--- config.mk ---
export PLATFORM = sky130hd
export DESIGN_NAME = busCore
export DESIGN_NICKNAME = d
export VERILOG_FILES = /design/src/common/cpuPkg.sv /design/src/hdl/phaseSequencer.sv /design/src/hdl/instructionDecoder.sv /design/src/busSequencer/busSequencer.sv /design/src/hdl/busCore.sv
export VERILOG_INCLUDE_DIRS = /design/src /design/src/common
export SDC_FILE = /design/constraint.sdc
export NUM_CORES = 1
export LEC_CHECK = 0
export BUFFER_PORTS_ARGS = -buffer_cell sky130_fd_sc_hd__buf_4
export CELL_PAD_IN_SITES_DETAIL_PLACEMENT = 0
export CELL_PAD_IN_SITES_GLOBAL_PLACEMENT = 1
export CORE_ASPECT_RATIO = 1.5
export CORE_MARGIN = 2
export CORE_UTILIZATION = 36
export CTS_CLUSTER_DIAMETER = 120
export DETAILED_ROUTE_END_ITERATION = 8
export PLACE_DENSITY = 0.89
export SYNTH_ARGS = -nofsm -noshare
export SYNTH_HDL_FRONTEND = slang
export SYNTH_SLANG_ARGS = --single-unit
--- constraint.sdc ---
create_clock -name CLK -period 4 [get_ports CLK]
set_input_delay 0.2 -clock CLK [delete_from_list [all_inputs] [get_ports CLK]]
set_output_delay 0.2 -clock CLK [all_outputs]
set_load 0.02 [all_outputs]
--- src/common/cpu_defs.svh ---
`ifndef CPU_DEFS_SVH
`define CPU_DEFS_SVH

// Data bus and instruction word width
`define CPU_DATA_W 16

// Opcode field within the instruction word
`define CPU_OP_HI 15
`define CPU_OP_LO 12

// Memory access opcodes
`define CPU_OP_LOAD   4'h1
`define CPU_OP_LOADB  4'h2
`define CPU_OP_STORE  4'h3
`define CPU_OP_STOREB 4'h4

// All other opcodes make no bus access

`endif

--- src/common/cpuPkg.sv ---
package cpuPkg;

	// One-hot instruction phase, all zero while stopped
	typedef struct packed {
		logic fetch;
		logic decode;
		logic execute;
		logic commit;
	} phaseT;

	localparam phaseT PHASE_IDLE = '{
		fetch: 1'b0,
		decode: 1'b0,
		execute: 1'b0,
		commit: 1'b0
	};

	localparam phaseT PHASE_FETCH = '{
		fetch: 1'b1,
		decode: 1'b0,
		execute: 1'b0,
		commit: 1'b0
	};

	// Opcode field of an instruction word
	typedef logic [3:0] opcodeT;

	// Kind of data bus access for one instruction
	typedef enum logic [1:0] {
		BUS_NONE  = 2'd0,
		BUS_READ  = 2'd1,
		BUS_WRITE = 2'd2
	} busKindT;

	typedef struct packed {
		busKindT kind;
		logic    byteAccess;
	} busCmdT;

	localparam busCmdT BUS_CMD_NONE = '{
		kind: BUS_NONE,
		byteAccess: 1'b0
	};

	// Debug controls from the outside world
	typedef struct packed {
		logic stop;
		logic stepReq;
	} debugCtlT;

endpackage

--- src/hdl/phaseSequencer.sv ---
`timescale 1ns/100ps
`include "cpu_defs.svh"

module phaseSequencer (
	input  logic                   CLK,
	input  logic                   rst,
	input  logic                   halt,
	input  cpuPkg::debugCtlT       debug,
	input  logic [`CPU_DATA_W-1:0] din,
	output cpuPkg::phaseT          phase,
	output logic [`CPU_DATA_W-1:0] instruction,
	output logic                   pcEn,
	output logic                   stopped,
	output logic                   debugActive,
	output logic                   debugStepAck
);

	logic stepPending;
	logic stepInst;
	logic stepAvail;
	logic atBoundary;
	logic holdStop;

	assign stepAvail = stepPending | debug.stepReq;

	// Next instruction may start after COMMIT, after reset or while stopped
	assign atBoundary = phase.commit | (phase == cpuPkg::PHASE_IDLE);
	assign holdStop = halt | (debug.stop & ~stepAvail);

	assign pcEn = phase.fetch;

	always_ff @(posedge CLK) begin
		if (rst) begin
			phase <= cpuPkg::PHASE_IDLE;
			stopped <= 1'b0;
			stepInst <= 1'b0;
		end else if (atBoundary) begin
			if (holdStop) begin
				phase <= cpuPkg::PHASE_IDLE;
				stopped <= 1'b1;
				stepInst <= 1'b0;
			end else begin
				phase <= cpuPkg::PHASE_FETCH;
				stopped <= 1'b0;
				// Under debug stop this can only be a stepped instruction
				stepInst <= debug.stop;
			end
		end else begin
			phase <= '{
				fetch: 1'b0,
				decode: phase.fetch,
				execute: phase.decode,
				commit: phase.execute
			};
		end
	end

	// Step request held until an instruction boundary takes it
	always_ff @(posedge CLK) begin
		if (rst) begin
			stepPending <= 1'b0;
		end else if (!debug.stop) begin
			stepPending <= 1'b0;
		end else if (atBoundary && !holdStop) begin
			stepPending <= 1'b0;
		end else if (debug.stepReq) begin
			stepPending <= 1'b1;
		end
	end

	always_ff @(posedge CLK) begin
		if (rst) begin
			debugActive <= 1'b0;
			debugStepAck <= 1'b0;
		end else begin
			debugActive <= debug.stop;
			debugStepAck <= phase.execute & stepInst;
		end
	end

	// Fetched word
	always_ff @(posedge CLK) begin
		if (phase.fetch) begin
			instruction <= din;
		end
	end

	assert property (@(posedge CLK) disable iff (rst)
		$onehot0({phase.fetch, phase.decode, phase.execute, phase.commit}))
		else $error("phase is not one-hot");

	assert property (@(posedge CLK) disable iff (rst)
		debugStepAck |-> phase.commit)
		else $error("debugStepAck outside COMMIT");

endmodule

--- src/hdl/instructionDecoder.sv ---
`timescale 1ns/100ps
`include "cpu_defs.svh"

module instructionDecoder (
	input  logic                   CLK,
	input  logic                   rst,
	input  cpuPkg::phaseT          phase,
	input  logic [`CPU_DATA_W-1:0] instruction,
	output cpuPkg::busCmdT         busCmd
);

	cpuPkg::opcodeT opcode;
	cpuPkg::busCmdT nextCmd;

	assign opcode = instruction[`CPU_OP_HI:`CPU_OP_LO];

	always_comb begin
		nextCmd = cpuPkg::BUS_CMD_NONE;
		case (opcode)
			`CPU_OP_LOAD: begin
				nextCmd.kind = cpuPkg::BUS_READ;
			end
			`CPU_OP_LOADB: begin
				nextCmd.kind = cpuPkg::BUS_READ;
				nextCmd.byteAccess = 1'b1;
			end
			`CPU_OP_STORE: begin
				nextCmd.kind = cpuPkg::BUS_WRITE;
			end
			`CPU_OP_STOREB: begin
				nextCmd.kind = cpuPkg::BUS_WRITE;
				nextCmd.byteAccess = 1'b1;
			end
			default: begin
				nextCmd = cpuPkg::BUS_CMD_NONE;
			end
		endcase
	end

	// Held through EXECUTE and COMMIT while the next word is fetched
	always_ff @(posedge CLK) begin
		if (rst) begin
			busCmd <= cpuPkg::BUS_CMD_NONE;
		end else if (phase.decode) begin
			busCmd <= nextCmd;
		end
	end

	assert property (@(posedge CLK) disable iff (rst)
		!(busCmd.byteAccess && busCmd.kind == cpuPkg::BUS_NONE))
		else $error("byte flag set without a bus access");

endmodule

--- src/busSequencer/busSequencer.sv ---
`timescale 1ns/100ps

module busSequencer (
	input  logic           CLK,
	input  logic           rst,
	input  cpuPkg::phaseT  phase,
	input  cpuPkg::busCmdT busCmd,
	input  logic           addr0,
	output logic           rdN,
	output logic           wrN0,
	output logic           wrN1
);

	logic readExec;
	logic writeNext;
	logic lane0;
	logic lane1;
	logic wrN0Next;
	logic wrN1Next;

	// Read strobe built only from phase and command flops
	assign readExec = phase.execute & (busCmd.kind == cpuPkg::BUS_READ);
	assign rdN = ~(phase.fetch | readExec);

	// Write lanes prepared during EXECUTE for the COMMIT phase
	assign writeNext = phase.execute & (busCmd.kind == cpuPkg::BUS_WRITE);
	assign lane0 = ~busCmd.byteAccess | ~addr0;
	assign lane1 = ~busCmd.byteAccess | addr0;

	assign wrN0Next = ~(writeNext & lane0);
	assign wrN1Next = ~(writeNext & lane1);

	always_ff @(posedge CLK) begin
		if (rst) begin
			wrN0 <= 1'b1;
			wrN1 <= 1'b1;
		end else begin
			wrN0 <= wrN0Next;
			wrN1 <= wrN1Next;
		end
	end

	assert property (@(posedge CLK) disable iff (rst)
		!(!rdN && (!wrN0 || !wrN1)))
		else $error("read and write strobes low together");

	assert property (@(posedge CLK) disable iff (rst)
		(phase == cpuPkg::PHASE_IDLE) |-> (rdN && wrN0 && wrN1))
		else $error("strobe active while stopped");

	assert property (@(posedge CLK) disable iff (rst)
		(!wrN0 || !wrN1) |-> phase.commit)
		else $error("write strobe outside COMMIT");

endmodule

--- src/hdl/busCore.sv ---
`timescale 1ns/100ps
`include "cpu_defs.svh"

module busCore (
	input  logic                   CLK,
	input  logic                   rst,
	input  logic                   halt,
	input  cpuPkg::debugCtlT       debug,
	input  logic [`CPU_DATA_W-1:0] din,
	input  logic                   addr0,
	output cpuPkg::phaseT          phase,
	output logic [`CPU_DATA_W-1:0] instruction,
	output logic                   pcEn,
	output logic                   stopped,
	output logic                   debugActive,
	output logic                   debugStepAck,
	output logic                   rdN,
	output logic                   wrN0,
	output logic                   wrN1
);

	cpuPkg::busCmdT busCmd;

	phaseSequencer phaseSequencer_i (
		.CLK(CLK),
		.rst(rst),
		.halt(halt),
		.debug(debug),
		.din(din),
		.phase(phase),
		.instruction(instruction),
		.pcEn(pcEn),
		.stopped(stopped),
		.debugActive(debugActive),
		.debugStepAck(debugStepAck)
	);

	instructionDecoder instructionDecoder_i (
		.CLK(CLK),
		.rst(rst),
		.phase(phase),
		.instruction(instruction),
		.busCmd(busCmd)
	);

	busSequencer busSequencer_i (
		.CLK(CLK),
		.rst(rst),
		.phase(phase),
		.busCmd(busCmd),
		.addr0(addr0),
		.rdN(rdN),
		.wrN0(wrN0),
		.wrN1(wrN1)
	);

endmodule

==> results.txt, run 1 <==
status = finished clean
worst slew pin tran = 805 ps
fin crit share = 40.5%
worst reg-to-reg setup slack = 2380 ps
biggest regs = phaseSequencer_i.instruction: 16 flops, instructionDecoder_i.busCmd: 3 flops, phaseSequencer_i.phase: 3 flops
Sequential Area = 761 um^2
CP delay by family, top = flip-flops
routed len/inst = 11.9 um
Antenna Cells = 0
synth unique cells = 27
Die Ht = 69.2 um
type of the worst setup path = flop to flop
row count = 23
critical path's slowest cell = dfxtp_1
PostCTS Resize Cnt = 0
final setup fails = 0
Area Overhead vs Synth = 51.6%
number of setup buffers added after CTS = 0
final wirelength = 1960 um
Worst Path Buf+Inv = 0
sw power = 142 uW
I/O Buffers = 48
max frequency = 0.617 GHz
Post-synth EDFFs = 16
fillers = 233
GP Congestion = 0.714
register area share after synthesis = 74.5%
layout cells sized above 1 = 44.1%
Pre-antenna DRT Iters = 2
TritonCTS clock tree = done
initial antenna violation count = 0
#FFs+latches synth = 30
top_reg_cell synth = edfxtp_1
Clk network pwr share = 46.3%
Skew-Pair Late Insertion Delay = 270 ps
Final #Nets = 148
CP Data Required Time = 4190 ps
syn avg cell area = 14.0 um^2
vias in the first global route = 676
CTS sink count = 30
dpl hpwl = 1470 um
Core Area = 0.00268 mm^2
P per Cell Area = 489 mW/mm^2
Ys Warns = 0
CP peak stage delay = 840 ps
Max-slew headroom = 46.3%
endpoint class of the critical path = flop
max reg flops = 16
Comb pwr share = 7.8%
commonest non-fill, non-tap cell in the layout = buf_4
worst min-delay path class = primary input to flop
hold buffers post-CTS = 0
fin crit period = 1620 ps
starting density of the core = 38.1%
register bank with the most flops = phaseSequencer_i.instruction
Clock Tree Buf Depth = 2
peak supply drop = 0.000331 V
number of hold violations in the final report = 0
RSZ-0062 raised after global routing = false
Inst Count DP = 156
Syn Nets = 95
fin worst setup slack = 2380 ps
Clock transition at path regs = 60 ps
CP Launch Type = flop
Final Max Slew Viols = 0
Sw Share = 18.8%
total number of vias = 745
first-pass GRT wire length = 2840 um
GRT Overall Usage = 12.0%
final instance area = 0.00155 mm^2
commonest non-fill, non-tap cells in the layout = buf_4, edfxtp_1, dfxtp_1
Clock Tree Root = clkbuf_8
Mapped Area = 0.00102 mm^2
leakage power = 0.000639 uW
Residual DRC = 0
non-filler cells, final = 164
Synth async-reset ratio = 0%
Pint = 615 uW
multi-input logic area = 236 um^2
dpl ws = 2360 ps
Syn Inst Count = 73
max_cap viols = 0
initial DRC count = 6
sequential share of power = 45.9%
placed inst area = 0.00142 mm^2
Final TNS setup = 0 ps
DR vias/cell = 4.54
Worst EP arrival = 1810 ps
CTS buffer count = 5
DRT antenna net count = 0
htree depth = 2
Die Area = 0.00329 mm^2
clock skew = 3.91 ps
Layout Utilization = 57.8%
GRT Residual Overflow = 0
Critical Path Fanout Max = 21
# IOs = 49
chip width = 47.5 um
CP cell instances = nor3_2 -> or4b_1 -> o31ai_1
largest net degree at the start of global routing = 22
==> final timing paths <==
kind	startpoint	to	cells after the start
worst max-delay path	phaseSequencer_i.pcEn	phaseSequencer_i.stepInst	3
worst min-delay path	din[2]	phaseSequencer_i.instruction[2]	1
worst max register to register	phaseSequencer_i.pcEn	phaseSequencer_i.stepInst	3
worst min register to register	instructionDecoder_i.busCmd[0]	busSequencer_i.wrN0	2
==> synth_stat cells (all sizes together) (2+ instances only) <==
library cell  number  area (um^2)
edfxtp            16          480
dfxtp             14          280
nor2               6         22.5
a21oi              5         25.0
and2               3         18.8
inv                3         11.3
and3b              2         17.5
buf                2         12.5
nand2              2         7.51
nand2b             2         12.5
nand3              2         10.0
nor3               2         15.0
o21ai              2         10.0
xor2               2         17.5
==> per-layer routing <==
layer | wire, um | GRT usage (%)
met1 | 698 | 12.2
met2 | 939 | 18.8
met3 | 297 | 7.03
met4 | 23 | 5.56
met5 | 0 | 0
==> per-stage QoR <==
step | hold WS [ps] | total power (uW)
6_report | 99.5 | 757
5_1_grt | 90.8 | 782
3_3_place_gp | 379 | 412
4_1_cts | 94.1 | 763
3_5_place_dp | 380 | 413
2_1_floorplan | 280 | 378
==> worst reg2reg max path: stages (launching register included) <==
cell and delay [ps]:
dfxtp_1 840, nor3_2 130, or4b_1 500, o31ai_1 80
==> logic make-up (layout without fill, tap and decap cells) <==
group	count (synthesis)	count (layout)	share of synthesized area, %
buffers and inverters	5	59	2.33
and+or+nand+nor	24	24	14.1
xor gates and xnor gates	2	2	1.72
DFF	30	30	74.5
AOI/OAI and AO/OA	12	12	7.35
==> final cells by class <==
cell class / instances / area share, %
flip-flops and latches: 30 / 49.2
clock inverters: 3 / 4.12
inverters: 3 / 0.728
repair buffers: 48 / 23.3
multi-input cells: 38 / 15.3
well taps: 37 / 2.99
clock buffers: 5 / 4.45
==> power by group through the flow <==
stage / Combinational (uW) / Sequential (uW) / Clock [uW]
2_1_floorplan: 14.0 / 364 / 0
3_3_place_gp: 58.3 / 354 / 0
3_5_place_dp: 59.2 / 354 / 0
4_1_cts: 59.3 / 348 / 356
5_1_grt: 63.0 / 350 / 369
6_report: 58.8 / 347 / 351
Note: power is estimated with default switching activity, not from simulation.
==> run 2, diff against run 1 <==
--- a/config.mk
+++ b/config.mk
@@ -11,10 +11,10 @@
 export CELL_PAD_IN_SITES_GLOBAL_PLACEMENT = 1
 export CORE_ASPECT_RATIO = 1.5
 export CORE_MARGIN = 2
-export CORE_UTILIZATION = 36
+export CORE_UTILIZATION = 30
 export CTS_CLUSTER_DIAMETER = 120
 export DETAILED_ROUTE_END_ITERATION = 8
-export PLACE_DENSITY = 0.89
+export PLACE_DENSITY = 0.8
 export SYNTH_ARGS = -nofsm -noshare
 export SYNTH_HDL_FRONTEND = slang
 export SYNTH_SLANG_ARGS = --single-unit
==> constraint.sdc (replaced) <==
create_clock -name CLK -period 1.49 [get_ports CLK]
set_input_delay 0.0745 -clock CLK [delete_from_list [all_inputs] [get_ports CLK]]
set_output_delay 0.0745 -clock CLK [all_outputs]
set_load 0.02 [all_outputs]
==> results.txt, run 2 (synthesized netlist as in run 1, its figures left out) <==
leakage power = 0.000703 uW (+10%)
largest net degree at the start of global routing = 16 (-27%)
worst slew pin tran = 426 ps (-379 ps)
Skew-Pair Late Insertion Delay = 270 ps (about the same)
Die Ht = 75.5 um (+9.0%)
row count = 26 (+13%)
Residual DRC = 0 (unchanged)
CP peak stage delay = 360 ps (-480 ps)
commonest non-fill, non-tap cells in the layout = buf_4, dlygate4sd3_1, edfxtp_1
CP Launch Type = flop
TritonCTS clock tree = done
number of hold violations in the final report = 0 (unchanged)
starting density of the core = 30.8% (-7.4 points)
CP cell instances = buf_4 -> a31oi_1 -> buf_4
Pre-antenna DRT Iters = 3 (+1)
P per Cell Area = 1000 mW/mm^2 (+100%)
commonest non-fill, non-tap cell in the layout = buf_4
Worst EP arrival = 1170 ps (-640 ps)
layout cells sized above 1 = 38.5% (-5.6 points)
dpl hpwl = 1630 um (+10%)
biggest regs = phaseSequencer_i.instruction: 16 flops, instructionDecoder_i.busCmd: 3 flops, phaseSequencer_i.phase: 3 flops
routed len/inst = 11.7 um (-2.3%)
PostCTS Resize Cnt = 0 (unchanged)
max frequency = 0.801 GHz
Clock Tree Root = clkbuf_8
Antenna Cells = 0 (unchanged)
type of the worst setup path = flop to output pin
Critical Path Fanout Max = 15 (-29%)
Final Max Slew Viols = 0 (unchanged)
initial antenna violation count = 0 (unchanged)
clock skew = 6.78 ps (+2.88 ps)
Most common cell on crit path = buf_4
fin crit period = 1250 ps
CTS sink count = 30 (unchanged)
RSZ-0062 raised after global routing = false
register bank with the most flops = phaseSequencer_i.instruction
endpoint class of the critical path = output pin
max reg flops = 16 (unchanged)
Core Area = 0.00332 mm^2 (+24%)
status = finished clean
final setup fails = 0 (unchanged)
GRT Overall Usage = 12.0% (+0.030 points)
Die Area = 0.00390 mm^2 (+19%)
CTS buffer count = 5 (unchanged)
I/O Buffers = 48 (unchanged)
first-pass GRT wire length = 3350 um (+18%)
fin crit share = 83.8%
max_cap viols = 0 (unchanged)
final wirelength = 2220 um (+13%)
number of setup buffers added after CTS = 0 (unchanged)
chip width = 51.6 um (+8.7%)
Pwr Total = 1710 uW (+130%)
worst min-delay path class = primary input to flop
# IOs = 49 (unchanged)
DR vias/cell = 4.33 (-4.6%)
GP Congestion = 0.787 (+10%)
total number of vias = 823 (+10%)
Clock transition at path regs = 60 ps (about the same)
Final TNS setup = 0 ps (unchanged)
fillers = 307 (+32%)
CP Data Required Time = 1420 ps (-2770 ps)
Clock Tree Buf Depth = 2 (unchanged)
Final #Nets = 169 (+14%)
critical path's slowest cell = dfxtp_2
peak supply drop = 0.000546 V (+65%)
initial DRC count = 4 (-2)
htree depth = 2 (unchanged)
Area Overhead vs Synth = 67.3%
GRT Residual Overflow = 0 (unchanged)
vias in the first global route = 782 (+16%)
Max-slew headroom = 71.2% (+25 points)
DRT antenna net count = 0 (unchanged)
==> run 2: through the flow <==
stage                     util (%)  hold WS (ps)  cell area [um^2]  instances  worst slack [ps]
after floorplan                  -           152              1020         73               204
after global placement        43.3           254              1440        163               401
after detailed placement      43.3           254              1440        163               377
after CTS                     51.5          37.4              1710        190               227
after global routing          51.5          42.6              1710        190               154
final                         51.5          44.1              1710        190               241
==> run 2: power by group <==
group | total [uW] | leakage [uW] | switching, uW | internal, uW
combinational | 213 | 0.000402 | 93.7 | 120
clock | 573 | 0.0000399 | 250 | 323
sequential | 925 | 0.000262 | 18.8 | 906
total | 1710 | 0.000703 | 362 | 1350
==> run 2: repair_timing <==
item,in CTS,in global routing
setup endpoints to repair,0,0
hold buffers,19,0
hold endpoints to repair,18,0
==> run 2: path summary, 6_finish.rpt <==
check                                                    start                             end  slack [ps]  cells after the start
worst max-delay path                     phaseSequencer_i.pcEn                             rdN         240                      3
worst min-delay path                                       rst  instructionDecoder_i.busCmd[1]          40                      2
worst max register to register       phaseSequencer_i.phase[1]       phaseSequencer_i.stepInst         370                      3
worst min register to register  instructionDecoder_i.busCmd[0]             busSequencer_i.wrN0         460                      2
==> run 2: critical path, delay by kind of cell, from the launching register on <==
family | cells | cell delay, ps
AO/OA/AOI/OAI | 1 | 170
buffers and inverters | 2 | 380
flip-flops | 1 | 360
==> run 2: final cells by class <==
cell class | count | area, um^2 | area share [%]
Timing Repair Buffer | 69 | 566 | 33.1
Clock buffer | 7 | 76.3 | 4.47
Clock inverter | 1 | 3.75 | 0.220
Tap cell | 42 | 52.6 | 3.08
Multi-Input combinational cell | 38 | 236 | 13.8
Sequential cell | 30 | 762 | 44.6
Inverter | 3 | 11.3 | 0.659
==> run 2: per-layer routing <==
metal	GRT usage (%)	up-vias	wire, um
met4	6.14	0	48
li1	-	410	-
met3	4.71	5	247
met1	11.4	364	800
met2	22.2	44	1120
met5	0	-	0
